==> src/map_settings.svh <==
`ifndef MAP_SETTINGS_SVH
`define MAP_SETTINGS_SVH

// map and vga coordinate width
`define MAP_COORD_W 10

// sprite memory address width
`define MAP_ADDR_W 17

// sprite memory row length in pixels
`define MAP_STRIDE 320

// object table size and index width
`define MAP_NUM_OBJ 12
`define MAP_IDX_W 4

// player box in map pixels
`define PLAYER_W 12
`define PLAYER_H 16

`endif

==> src/game_pkg.sv <==
`include "map_settings.svh"

package game_pkg;

    // what an object does to a player
    // doors only draw, the probe ignores them
    typedef enum logic [1:0] {
        kind_solid  = 2'd0,
        kind_hazard = 2'd1,
        kind_door   = 2'd2
    } obj_kind_t;

    // one table entry, covers [pivot, pivot + size) in map space
    typedef struct packed {
        logic                    en;
        obj_kind_t               kind;
        logic [`MAP_COORD_W-1:0] pivot_h;
        logic [`MAP_COORD_W-1:0] pivot_v;
        logic [`MAP_COORD_W-1:0] width;
        logic [`MAP_COORD_W-1:0] height;
        // image origin in sprite memory
        logic [`MAP_COORD_W-1:0] mem_h;
        logic [`MAP_COORD_W-1:0] mem_v;
    } map_obj_t;

    // screen pixel on the 640x480 raster
    typedef struct packed {
        logic [`MAP_COORD_W-1:0] vga_h;
        logic [`MAP_COORD_W-1:0] vga_v;
    } pixel_t;

    // top-left corner of a player box in map space
    typedef struct packed {
        logic [`MAP_COORD_W-1:0] x;
        logic [`MAP_COORD_W-1:0] y;
    } player_pos_t;

    typedef struct packed {
        logic collision;
        logic land;
        logic hazard;
    } player_status_t;

endpackage

==> src/map_regs.sv <==
`timescale 1ns/100ps
`include "map_settings.svh"

module map_regs (
    input  logic                   clk,
    input  logic                   reset,
    input  logic                   cfg_wr,
    input  logic [`MAP_IDX_W-1:0]  cfg_idx,
    input  game_pkg::map_obj_t     cfg_obj,
    output game_pkg::map_obj_t     objs [`MAP_NUM_OBJ]
);
    import game_pkg::*;

    localparam int num_obj = `MAP_NUM_OBJ;

    map_obj_t           obj_q [num_obj];
    logic [num_obj-1:0] wr_sel;

    // one-hot entry select, indices past the table fall through
    always_comb begin
        wr_sel = '0;
        if (cfg_wr && (cfg_idx < num_obj)) begin
            wr_sel[cfg_idx] = 1'b1;
        end
    end

    // reset only drops the enables, geometry stays as it was
    always_ff @(posedge clk) begin
        for (int i = 0; i < num_obj; i++) begin
            if (reset) begin
                obj_q[i].en <= 1'b0;
            end else if (wr_sel[i]) begin
                obj_q[i] <= cfg_obj;
            end
        end
    end

    // render and probe both see the table directly
    assign objs = obj_q;

endmodule

==> src/terrain_sprite.sv <==
`timescale 1ns/100ps
`include "map_settings.svh"

module terrain_sprite (
    input  game_pkg::map_obj_t       obj,
    input  logic [`MAP_COORD_W-1:0]  h,
    input  logic [`MAP_COORD_W-1:0]  v,
    output logic                     hit,
    output logic [`MAP_ADDR_W-1:0]   addr
);
    localparam int addr_w = `MAP_ADDR_W;
    localparam logic [`MAP_ADDR_W-1:0] stride = `MAP_STRIDE;

    // one extra bit so pivot + size cannot wrap
    logic [`MAP_COORD_W:0]  h_end;
    logic [`MAP_COORD_W:0]  v_end;
    logic                   in_h;
    logic                   in_v;
    logic [`MAP_ADDR_W-1:0] row;
    logic [`MAP_ADDR_W-1:0] col;

    assign h_end = obj.pivot_h + obj.width;
    assign v_end = obj.pivot_v + obj.height;

    // right and bottom edges are exclusive
    assign in_h = (h >= obj.pivot_h) && (h < h_end);
    assign in_v = (v >= obj.pivot_v) && (v < v_end);
    assign hit  = obj.en && in_h && in_v;

    // offset into the object, moved to its image origin
    assign row = addr_w'(obj.mem_v) + addr_w'(v) - addr_w'(obj.pivot_v);
    assign col = addr_w'(obj.mem_h) + addr_w'(h) - addr_w'(obj.pivot_h);

    // wraps modulo 2^17 like the sprite memory
    assign addr = row * stride + col;

endmodule

==> src/map_render.sv <==
`timescale 1ns/100ps
`include "map_settings.svh"

module map_render (
    input  logic                    clk,
    input  logic                    reset,
    input  game_pkg::map_obj_t      objs [`MAP_NUM_OBJ],
    input  logic                    pix_valid,
    input  game_pkg::pixel_t        pix,
    output logic                    addr_valid,
    output logic [`MAP_ADDR_W-1:0]  addr
);
    localparam int num_obj = `MAP_NUM_OBJ;
    localparam int addr_w = `MAP_ADDR_W;
    localparam logic [`MAP_ADDR_W-1:0] stride = `MAP_STRIDE;

    // map coordinate of the incoming pixel
    logic [`MAP_COORD_W-1:0] h;
    logic [`MAP_COORD_W-1:0] v;

    logic [num_obj-1:0]      hit_c;
    logic [`MAP_ADDR_W-1:0]  addr_c [num_obj];
    logic [`MAP_ADDR_W-1:0]  bg_c;

    // stage 1 registers
    logic                    s1_valid;
    logic [num_obj-1:0]      s1_hit;
    logic [`MAP_ADDR_W-1:0]  s1_addr [num_obj];
    logic [`MAP_ADDR_W-1:0]  s1_bg;

    logic [`MAP_ADDR_W-1:0]  sel_addr;

    // half resolution map
    assign h = pix.vga_h >> 1;
    assign v = pix.vga_v >> 1;

    // background image is a full screen at the start of memory
    assign bg_c = addr_w'(v) * stride + addr_w'(h);

    for (genvar i = 0; i < num_obj; i++) begin : g_obj
        terrain_sprite terrain_sprite_inst (
            .obj  (objs[i]),
            .h    (h),
            .v    (v),
            .hit  (hit_c[i]),
            .addr (addr_c[i])
        );
    end

    always_ff @(posedge clk) begin
        if (reset) begin
            s1_valid <= 1'b0;
        end else begin
            s1_valid <= pix_valid;
        end
    end

    always_ff @(posedge clk) begin
        s1_hit  <= hit_c;
        s1_addr <= addr_c;
        s1_bg   <= bg_c;
    end

    // lowest index wins, so scan downward and let it overwrite
    always_comb begin
        sel_addr = s1_bg;
        for (int i = num_obj - 1; i >= 0; i--) begin
            if (s1_hit[i]) begin
                sel_addr = s1_addr[i];
            end
        end
    end

    // stage 2, output holds between pixels
    always_ff @(posedge clk) begin
        if (reset) begin
            addr_valid <= 1'b0;
            addr       <= '0;
        end else begin
            addr_valid <= s1_valid;
            if (s1_valid) begin
                addr <= sel_addr;
            end
        end
    end

endmodule

==> src/player_probe.sv <==
`timescale 1ns/100ps
`include "map_settings.svh"

module player_probe (
    input  logic                      clk,
    input  logic                      reset,
    input  game_pkg::map_obj_t        objs [`MAP_NUM_OBJ],
    input  logic                      pos_valid,
    input  game_pkg::player_pos_t     p1_pos,
    input  game_pkg::player_pos_t     p2_pos,
    output logic                      status_valid,
    output game_pkg::player_status_t  p1_status,
    output game_pkg::player_status_t  p2_status
);
    import game_pkg::*;

    localparam int num_obj = `MAP_NUM_OBJ;
    localparam logic [`MAP_COORD_W:0] box_w = `PLAYER_W;
    localparam logic [`MAP_COORD_W:0] box_h = `PLAYER_H;

    player_status_t p1_next;
    player_status_t p2_next;

    // box against every entry, results ORed per kind
    function automatic player_status_t check_box(
        input player_pos_t pos,
        input map_obj_t    tbl [num_obj]
    );
        player_status_t        st;
        logic [`MAP_COORD_W:0] box_r;
        logic [`MAP_COORD_W:0] box_b;
        logic [`MAP_COORD_W:0] obj_r;
        logic [`MAP_COORD_W:0] obj_b;
        logic                  cols;
        logic                  rows;

        st    = '0;
        box_r = pos.x + box_w;
        box_b = pos.y + box_h;
        for (int i = 0; i < num_obj; i++) begin
            obj_r = tbl[i].pivot_h + tbl[i].width;
            obj_b = tbl[i].pivot_v + tbl[i].height;
            cols  = (pos.x < obj_r) && (box_r > tbl[i].pivot_h);
            rows  = (pos.y < obj_b) && (box_b > tbl[i].pivot_v);
            if (tbl[i].en && tbl[i].kind == kind_solid) begin
                st.collision |= cols && rows;
                // feet rest on the top row, one below the box
                st.land |= cols && (box_b == tbl[i].pivot_v);
            end
            if (tbl[i].en && tbl[i].kind == kind_hazard) begin
                st.hazard |= cols && rows;
            end
        end
        return st;
    endfunction

    always_comb begin
        p1_next = check_box(p1_pos, objs);
        p2_next = check_box(p2_pos, objs);
    end

    // status held until the next position strobe
    always_ff @(posedge clk) begin
        if (reset) begin
            status_valid <= 1'b0;
            p1_status    <= '0;
            p2_status    <= '0;
        end else begin
            status_valid <= pos_valid;
            if (pos_valid) begin
                p1_status <= p1_next;
                p2_status <= p2_next;
            end
        end
    end

endmodule

==> src/map_top.sv <==
`timescale 1ns/100ps
`include "map_settings.svh"

module map_top (
    input  logic                      clk,
    input  logic                      reset,
    input  logic                      cfg_wr,
    input  logic [`MAP_IDX_W-1:0]     cfg_idx,
    input  game_pkg::map_obj_t        cfg_obj,
    input  logic                      pix_valid,
    input  game_pkg::pixel_t          pix,
    output logic                      addr_valid,
    output logic [`MAP_ADDR_W-1:0]    addr,
    input  logic                      pos_valid,
    input  game_pkg::player_pos_t     p1_pos,
    input  game_pkg::player_pos_t     p2_pos,
    output logic                      status_valid,
    output game_pkg::player_status_t  p1_status,
    output game_pkg::player_status_t  p2_status
);
    import game_pkg::*;

    // shared object table
    map_obj_t objs [`MAP_NUM_OBJ];

    map_regs map_regs_inst (
        .clk     (clk),
        .reset   (reset),
        .cfg_wr  (cfg_wr),
        .cfg_idx (cfg_idx),
        .cfg_obj (cfg_obj),
        .objs    (objs)
    );

    map_render map_render_inst (
        .clk        (clk),
        .reset      (reset),
        .objs       (objs),
        .pix_valid  (pix_valid),
        .pix        (pix),
        .addr_valid (addr_valid),
        .addr       (addr)
    );

    player_probe player_probe_inst (
        .clk          (clk),
        .reset        (reset),
        .objs         (objs),
        .pos_valid    (pos_valid),
        .p1_pos       (p1_pos),
        .p2_pos       (p2_pos),
        .status_valid (status_valid),
        .p1_status    (p1_status),
        .p2_status    (p2_status)
    );

endmodule

==> config.mk <==
export PLATFORM = sky130hd
export DESIGN_NAME = map_top
export DESIGN_NICKNAME = d
export VERILOG_FILES = /design/src/game_pkg.sv /design/src/map_regs.sv /design/src/terrain_sprite.sv /design/src/map_render.sv /design/src/player_probe.sv /design/src/map_top.sv
export VERILOG_INCLUDE_DIRS = /design/src
export SDC_FILE = /design/constraint.sdc
export NUM_CORES = 2
export LEC_CHECK = 0
export BUFFER_PORTS_ARGS = -buffer_cell sky130_fd_sc_hd__buf_2
export CAP_MARGIN = 20
export CORE_ASPECT_RATIO = 0.5
export CORE_MARGIN = 10
export CORE_UTILIZATION = 54
export DETAILED_ROUTE_END_ITERATION = 8
export MAX_ROUTING_LAYER = met4
export PLACE_DENSITY = 0.73
export SLEW_MARGIN = 5
export SYNTH_ARGS = -nofsm -noshare
export SYNTH_HDL_FRONTEND = slang
export SYNTH_SLANG_ARGS = --single-unit
==> constraint.sdc <==
create_clock -name clk -period 6.3 [get_ports clk]
set_input_delay 0.315 -clock clk [delete_from_list [all_inputs] [get_ports clk]]
set_output_delay 0.315 -clock clk [all_outputs]
set_load 0.03 [all_outputs]
==> Word-level counts from Yosys, hierarchy flattened <==
Index checks and enable logic that the tools add are counted.
{ "classes": {"add_sub_neg": 89, "n_mul": 13, "magnitude_cmp": 147, "n_eq_ne": 36, "n_mux": 63, "bitwise_logic": 67, "n_reduce_logical": 194} }
{ "ops": {"columns": ["op", "n"], "rows": [
  ["$gt 11x10->1", 48],
  ["$lt 10x11->1", 48],
  ["$sub 11x10->12", 24],
  ["$add 10x10->11", 24],
  ["$add 10x9->11", 24],
  ["$eq 11x10->1", 24],
  ["$lt 9x11->1", 24],
  ["$ge 9x10->1", 24],
  ["$add 17x17->17", 12],
  ["$mul 17x3->11 const B", 12],
  ["$mux 17", 12],
  ["$logic_and 1x1->1", 170],
  ["$or 1x1->1", 66],
  ["$mux 2", 24],
  ["$mux 1", 25],
  ["$eq 2x1->1 const B", 12],
  ["$logic_not 2->1", 12],
  ["$reduce_and 2->1", 12],
  ["$add 10x4->11 const B", 2],
  ["$add 10x5->11 const B", 2],
  ["$add 17x9->17", 1],
  ["$mux 12", 1],
  ["$mul 9x3->11 const B", 1],
  ["$lt 4x5->1 const B", 1],
  ["4 further kinds", 4]
]} }
{ "totals": {"register_bits": 1015, "inputBits": 132, "output_inout_bits": 25} }

==> Longest topological paths before layout <==
{ "depth": {"depth_word": 27, "ltp_mapped": 26} }

==> Hierarchy <==
Synthesis repeated with hierarchy kept, for this count alone.
{ "hier_totals": {"cells_unflattened": 11316, "area_unflattened_um2": 108540.3} }
{ "by_module_without_submodules": {"columns": ["mod", "instances", "cells_per_inst", "area_each_um2", "seq_area_each_um2"], "rows": [
  ["player_probe", 1, 3852, 30768.3, 140.1],
  ["terrain_sprite at map_render_inst.g_obj[10].terrain_sprite_inst ...", 7, 514, 3996.3, 0.0],
  ["map_regs", 1, 821, 22984.5, 22581.7],
  ["terrain_sprite at map_render_inst.g_obj[6].terrain_sprite_inst ...", 3, 489, 3880.0, 0.0],
  ["map_render", 1, 585, 7385.8, 5044.8],
  ["terrain_sprite at map_render_inst.g_obj[9].terrain_sprite_inst", 1, 510, 3993.8, 0.0],
  ["terrain_sprite at map_render_inst.g_obj[0].terrain_sprite_inst", 1, 483, 3793.6, 0.0]
]} }

==> Worst setup path after synthesis <==
OpenSTA, ideal clock, no wires.
{ "synth_timing": {"kind": "in2reg", "from": "input pix[2] (netlist name)", "to": "register map_render_inst.s1_addr[101] (netlist name)", "setup_ns": 0.137, "t_arrival_ns": 4.978, "required_ns": 6.163, "path_slack_ns": 1.186, "path_stages": 24, "n_path_buf": 0, "path_cell_list": "inv_1 -> fa_1 -> inv_1 -> ha_1 -> a21o_1 -> a21oi_1 -> o21bai_1 -> a21oi_1 -> xnor2_1 -> ha_1 -> ha_1 -> nor2b_1 -> o21ai_0 -> nand2b_1 -> xor2_1 -> ha_1 -> or3_1 -> o21ai_0 -> a21oi_1 -> a21o_1 -> a21oi_1 -> xor2_1 -> xnor2_1 -> xnor2_1"} }
{ "synth_rtl": {"columns": ["element", "line_no", "text"], "rows": [
  ["start, declared", "map_top.sv:11", "input game_pkg::pixel_t pix,"],
  ["end signal, assigned", "map_render.sv:60", "s1_addr <= addr_c;"],
  ["end, declared", "map_render.sv:28", "logic [`MAP_ADDR_W-1:0] s1_addr [num_obj];"]
]} }

==> Final worst setup path <==
{ "layout_timing": {"from": "register map_regs_inst.obj_q (netlist bit map_regs_inst.objs[113])", "to": "register player_probe_inst.p1_status[2] (netlist name)"} }
{ "layout_between": {"elab_chain_len": 8, "word_cells_on_any_way": 9, "cone_classes": "add/sub (1); order compare (2); mux (2); bitwise (2); reduce/logical (2)"} }
{ "layout_lines": {"columns": ["element", "line_no", "text"], "rows": [
  ["start, declared", "map_regs.sv:16", "map_obj_t obj_q [num_obj];"],
  ["start signal, assigned by index", "map_regs.sv:33", "obj_q[i] <= cfg_obj;"],
  ["$add 10x10->11", "player_probe.sv:41", "obj_r = tbl[i].pivot_h + tbl[i].width;"],
  ["$lt 10x11->1", "player_probe.sv:43", "cols = (pos.x < obj_r) && (box_r > tbl[i].pivot_h);"],
  ["$logic_and 1x1->1 *", "player_probe.sv:43", null],
  ["$logic_and 1x1->1 *", "player_probe.sv:46", "st.collision |= cols && rows;"],
  ["$or 1x1->1 *", "player_probe.sv:46", null],
  ["$mux 2 *", "player_probe.sv:45", "if (tbl[i].en && tbl[i].kind == kind_solid) begin"],
  ["$or 1x1->1", "player_probe.sv:46", null],
  ["$mux 2 *", "player_probe.sv:45", null]
]} }
Every way passes the cells marked *; elsewhere a longest branch is shown, timed or not.
A chain may end at the register's enable or synchronous reset.

==> results by group <==
Run status
  – Status: finished, final reports clean

Global route
  – Initial antenna violation count: 29
  – Total Routing Usage GR: between 30% and 40%
  – Vias in the first global route: around 73000
  – First-pass GRT wire length: between 500 and 600 mm
  – Gr ovfl total: 0
  – Largest net degree at the start of global routing: 63

STA
  – Setup Viol. Count Final: 0
  – Slew margin rel.: approximately 6.8%
  – Max-slew violations: 0
  – TNS Setup: 0 ns
  – Final period util: 95.8%
  – Clk_skew: between 0.04 and 0.05 ns
  – Worst Tran Pin Value: about 1.4 ns
  – Max Fclk: approximately 0.17 GHz
  – Hold Worst Slack: between 0.03 and 0.04 ns
  – RSZ-0062 raised after global routing: false
  – Minimum clock period: roughly 6.0 ns
  – Final Hold Fails: 0

Power
  – Sw power: just over 0.009 W
  – Sequential fraction of design power: a little under a third
  – P per Cell Area: 242 nW/um^2
  – Switch share: ~36%
  – Comb pwr share: between 40% and 50%
  – Clock power share: a little over a quarter
  – Max IR drop VDD: roughly 0.25 mV
  – Leak pwr: approximately 50 nW
  – Total chip power: 0.0253 W
  – Power Internal: about 0.016 W

Drt
  – Via density: 6.34
  – DRT antenna net count: 0
  – Drt drc: 0
  – Initial DRT Pass Iterations: 8
  – WL final: between 300 and 400 mm
  – Initial DRC Count: 10727
  – Wire length per cell: 29.6 um
  – Vias: a little under 80000

Setup path
  – Worst r2r src: map_regs_inst.objs[113]$_DFFE_PP_
  – CP endpoint kind: flop
  – Crit path max fanout: 5
  – Crit Path Class: reg2reg
  – Critical path data arrival time: ~6.6 ns
  – Setup crit start kind: flop
  – Worst EP required: just under 7 ns
  – R2R depth: 13
  – Flop-to-flop setup slack: approximately 0.26 ns
  – FF-to-FF End: player_probe_inst.p1_status[2]$_SDFFE_PP0P_

Die
  – Die H: between 300 and 400 um
  – Initial Utilization: a little over half
  – Row cnt: about 110
  – I/O pin cnt: between 150 and 200
  – Core area: roughly 170000 sq um
  – Die Wd: 613 um
  – Die area: roughly 190000 sq um

Final layout
  – Post-route cell area: between 100000 and 150000 sq um
  – Layout cells sized above 1: between 6 and 7%
  – Layout fillers: between 10000 and 15000
  – NumNets Final: around 13000
  – P&R area growth vs syn: 9.97%
  – Non-Filler Instances: between 10000 and 15000

Clock tree
  – Sink Count: approximately 1000
  – H-tree levels: 3
  – Clk slew on worst S/H paths: ~0.070 ns
  – CTS buffer count: roughly 100
  – CTS max path bufs: 3
  – CTS tree: done
  – Clk_lat worst skew: between 0.7 and 0.8 ns
  – CTS Root Cell: clkbuf_16

Yosys
  – Mapped Avg Cell Area: around 10 sq um
  – Top_reg_cell synth: edfxtp_1
  – Post-synthesis net count: roughly 12000
  – Share of flip-flops with an asynchronous set or reset: 0%
  – Yosys warning total: 0
  – EDFF count, synth: around 740
  – Synthesized area: approximately 95000 sq um
  – FF+latch count, synth: roughly 1000
  – Seq/Total Area, Yosys: 29.2%
  – Post-synthesis cell type count: between 70 and 80
  – Synth Instances: 9512

Min path
  – Hold Path Sink: map_regs_inst.objs[295]$_DFFE_PP_
  – Hold_sp: cfg_obj[43]
  – Hold depth: 1
  – Hold Path Class: in2reg

Placed design
  – Detailed placement HPWL: 279 mm
  – RePlAce Congestion: roughly 1.1
  – IO Port Bufs: between 150 and 200
  – Placed cell count: around 12000
  – Placed cell area: about 100000 sq um

Job
  – Max-cap violations: 0
## critical path, cell delays in order, from the launching register on
cell and delay, ns:
edfxtp_1 0.67, ha_1 0.34, fa_1 0.44, a211oi_1 0.55
o21ai_0 0.44, ha_1 0.43, nand3_1 0.07, o21ai_0 0.68
a221oi_1 0.21, o22ai_1 0.69, nor4b_1 0.23, a221o_1 0.44
a2111oi_0 0.48, a311oi_1 0.18
## registers in the layout, indices dropped and copies added (netlist names)
signal	flops
player_probe_inst.p1_status	3
map_render_inst.s1_addr	204
map_render_inst.s1_bg	17
player_probe_inst.p2_status	3
map_render_inst.addr_valid	1
player_probe_inst.status_valid	1
map_regs_inst.objs	756
map_render_inst.s1_valid	1
map_render_inst.s1_hit	12
map_render_inst.addr	17
## power groups by stage
stage	combinational [W]	sequential, W	clock (W)
4_1_cts	0.0101	0.00808	0.00692
6_report	0.0103	0.00809	0.00691
3_5_place_dp	0.00996	0.00822	0
3_3_place_gp	0.00975	0.00821	0
5_1_grt	0.0114	0.00812	0.00714
2_1_floorplan	0.00725	0.00816	0
## cell families after synthesis
kind of cell	share of synthesized area, %
muxes	0.507
and+or+nand+nor	8.55
adders and majority gates	34.3
AOI/OAI and AO/OA	16.6
buffers and inverters	5.30
xor gates and xnor gates	5.45
DFF	29.2
## area by class of cell
type	count	area, sq um	share of cell area (%)
multi-input combinational	7157	62400	59.7
sequential	1015	27800	26.6
antenna	17	42.5	0.0407
clock buffer	132	2900	2.78
clock inverter	62	769	0.737
inverter	1278	4800	4.60
tap	2310	2890	2.77
timing repair buffer	409	2920	2.80
## repair_timing
action,4_1_cts,5_1_grt
hold buffers,33,0
hold endpoints to repair,261,0
gates resized for setup,0,5
endpoints found under the setup margin,0,4
setup buffers,0,0
## metrics by stage
stage,util [%],setup WS [ns]
floorplan,-,1.19
global placement,57.5,0.362
detailed placement,57.6,0.263
CTS,59.9,0.463
global route,60.0,0.0192
finish,60.0,0.263
## worst max path at each step
stage                                 startpoint                                          end  cells after the start
6_report       map_regs_inst.objs[113]$_DFFE_PP_  player_probe_inst.p1_status[2]$_SDFFE_PP0P_                     13
3_5_place_dp                             pix[12]          map_render_inst.s1_addr[84]$_DFF_P_                     24
4_1_cts                                  pix[12]          map_render_inst.s1_addr[84]$_DFF_P_                     25
3_3_place_gp                             pix[12]          map_render_inst.s1_addr[84]$_DFF_P_                     24
5_1_grt                                  pix[12]         map_render_inst.s1_addr[101]$_DFF_P_                     26
2_1_floorplan                             pix[2]         map_render_inst.s1_addr[101]$_DFF_P_                     24
## cells in the mapped netlist (9+ instances only)
cell	n	share of area [%]
or3b_2	9	0.083
nand2_1	285	1.1
inv_1	1278	5.0
o211ai_1	44	0.35
nor2_1	375	1.5
nor3_1	101	0.53
o2111ai_1	37	0.34
nor4_1	36	0.24
mux2i_1	29	0.31
or4_1	20	0.16
o21bai_1	88	0.70
o32ai_1	26	0.24
o31ai_1	17	0.13
a211oi_1	84	0.66
ha_1	2153	28
mux2_2	17	0.20
and3_1	36	0.24
o22ai_1	15	0.099
clkbuf_1	54	0.21
nor3b_1	16	0.13
a21oi_1	738	3.9
a221oi_1	47	0.43
a21boi_0	71	0.56
nand3b_1	11	0.087
nor2b_1	208	1.4
a211o_1	23	0.21
nand4_1	90	0.59
nand3_1	121	0.64
xnor2_1	449	4.1
nand2b_1	212	1.4
dfxtp_1	271	5.7
o2bb2ai_1	10	0.092
o221ai_1	10	0.092
xor2_1	142	1.3
a311oi_1	15	0.14
a22oi_1	10	0.079
edfxtp_1	744	24
or3_1	38	0.25
a2111oi_0	52	0.48
o21a_1	162	1.3
a21o_1	343	2.7
o21ai_0	576	3.0
a31oi_1	40	0.26
fa_1	278	5.9
## routing by layer
layer	wire length, um	part of all wire, %	track usage, %	vias up
met2	141000	38	50.7	4731
met4	22700	6.2	18.5	0
met3	53700	15	12.8	1046
met5	0	0	-	-
li1	-	-	-	35331
met1	149000	41	50.4	37400
## cell usage in the layout (no fill, tap or decap), types with 101 or more instances in the layout
cell	synthesis	layout
ha_1	2153	2153
inv_1	1278	1275
edfxtp_1	744	744
a21oi_1	738	738
o21ai_0	576	574
xnor2_1	449	447
nor2_1	375	362
a21o_1	343	343
nand2_1	285	285
fa_1	278	278
dfxtp_1	271	271
nand2b_1	212	212
nor2b_1	208	208
buf_4	0	208
o21a_1	162	162
buf_2	2	154
xor2_1	142	139
nand3_1	121	121
clkbuf_16	0	108
nor3_1	101	101
No activity file was read; power rests on OpenSTA's default activity.
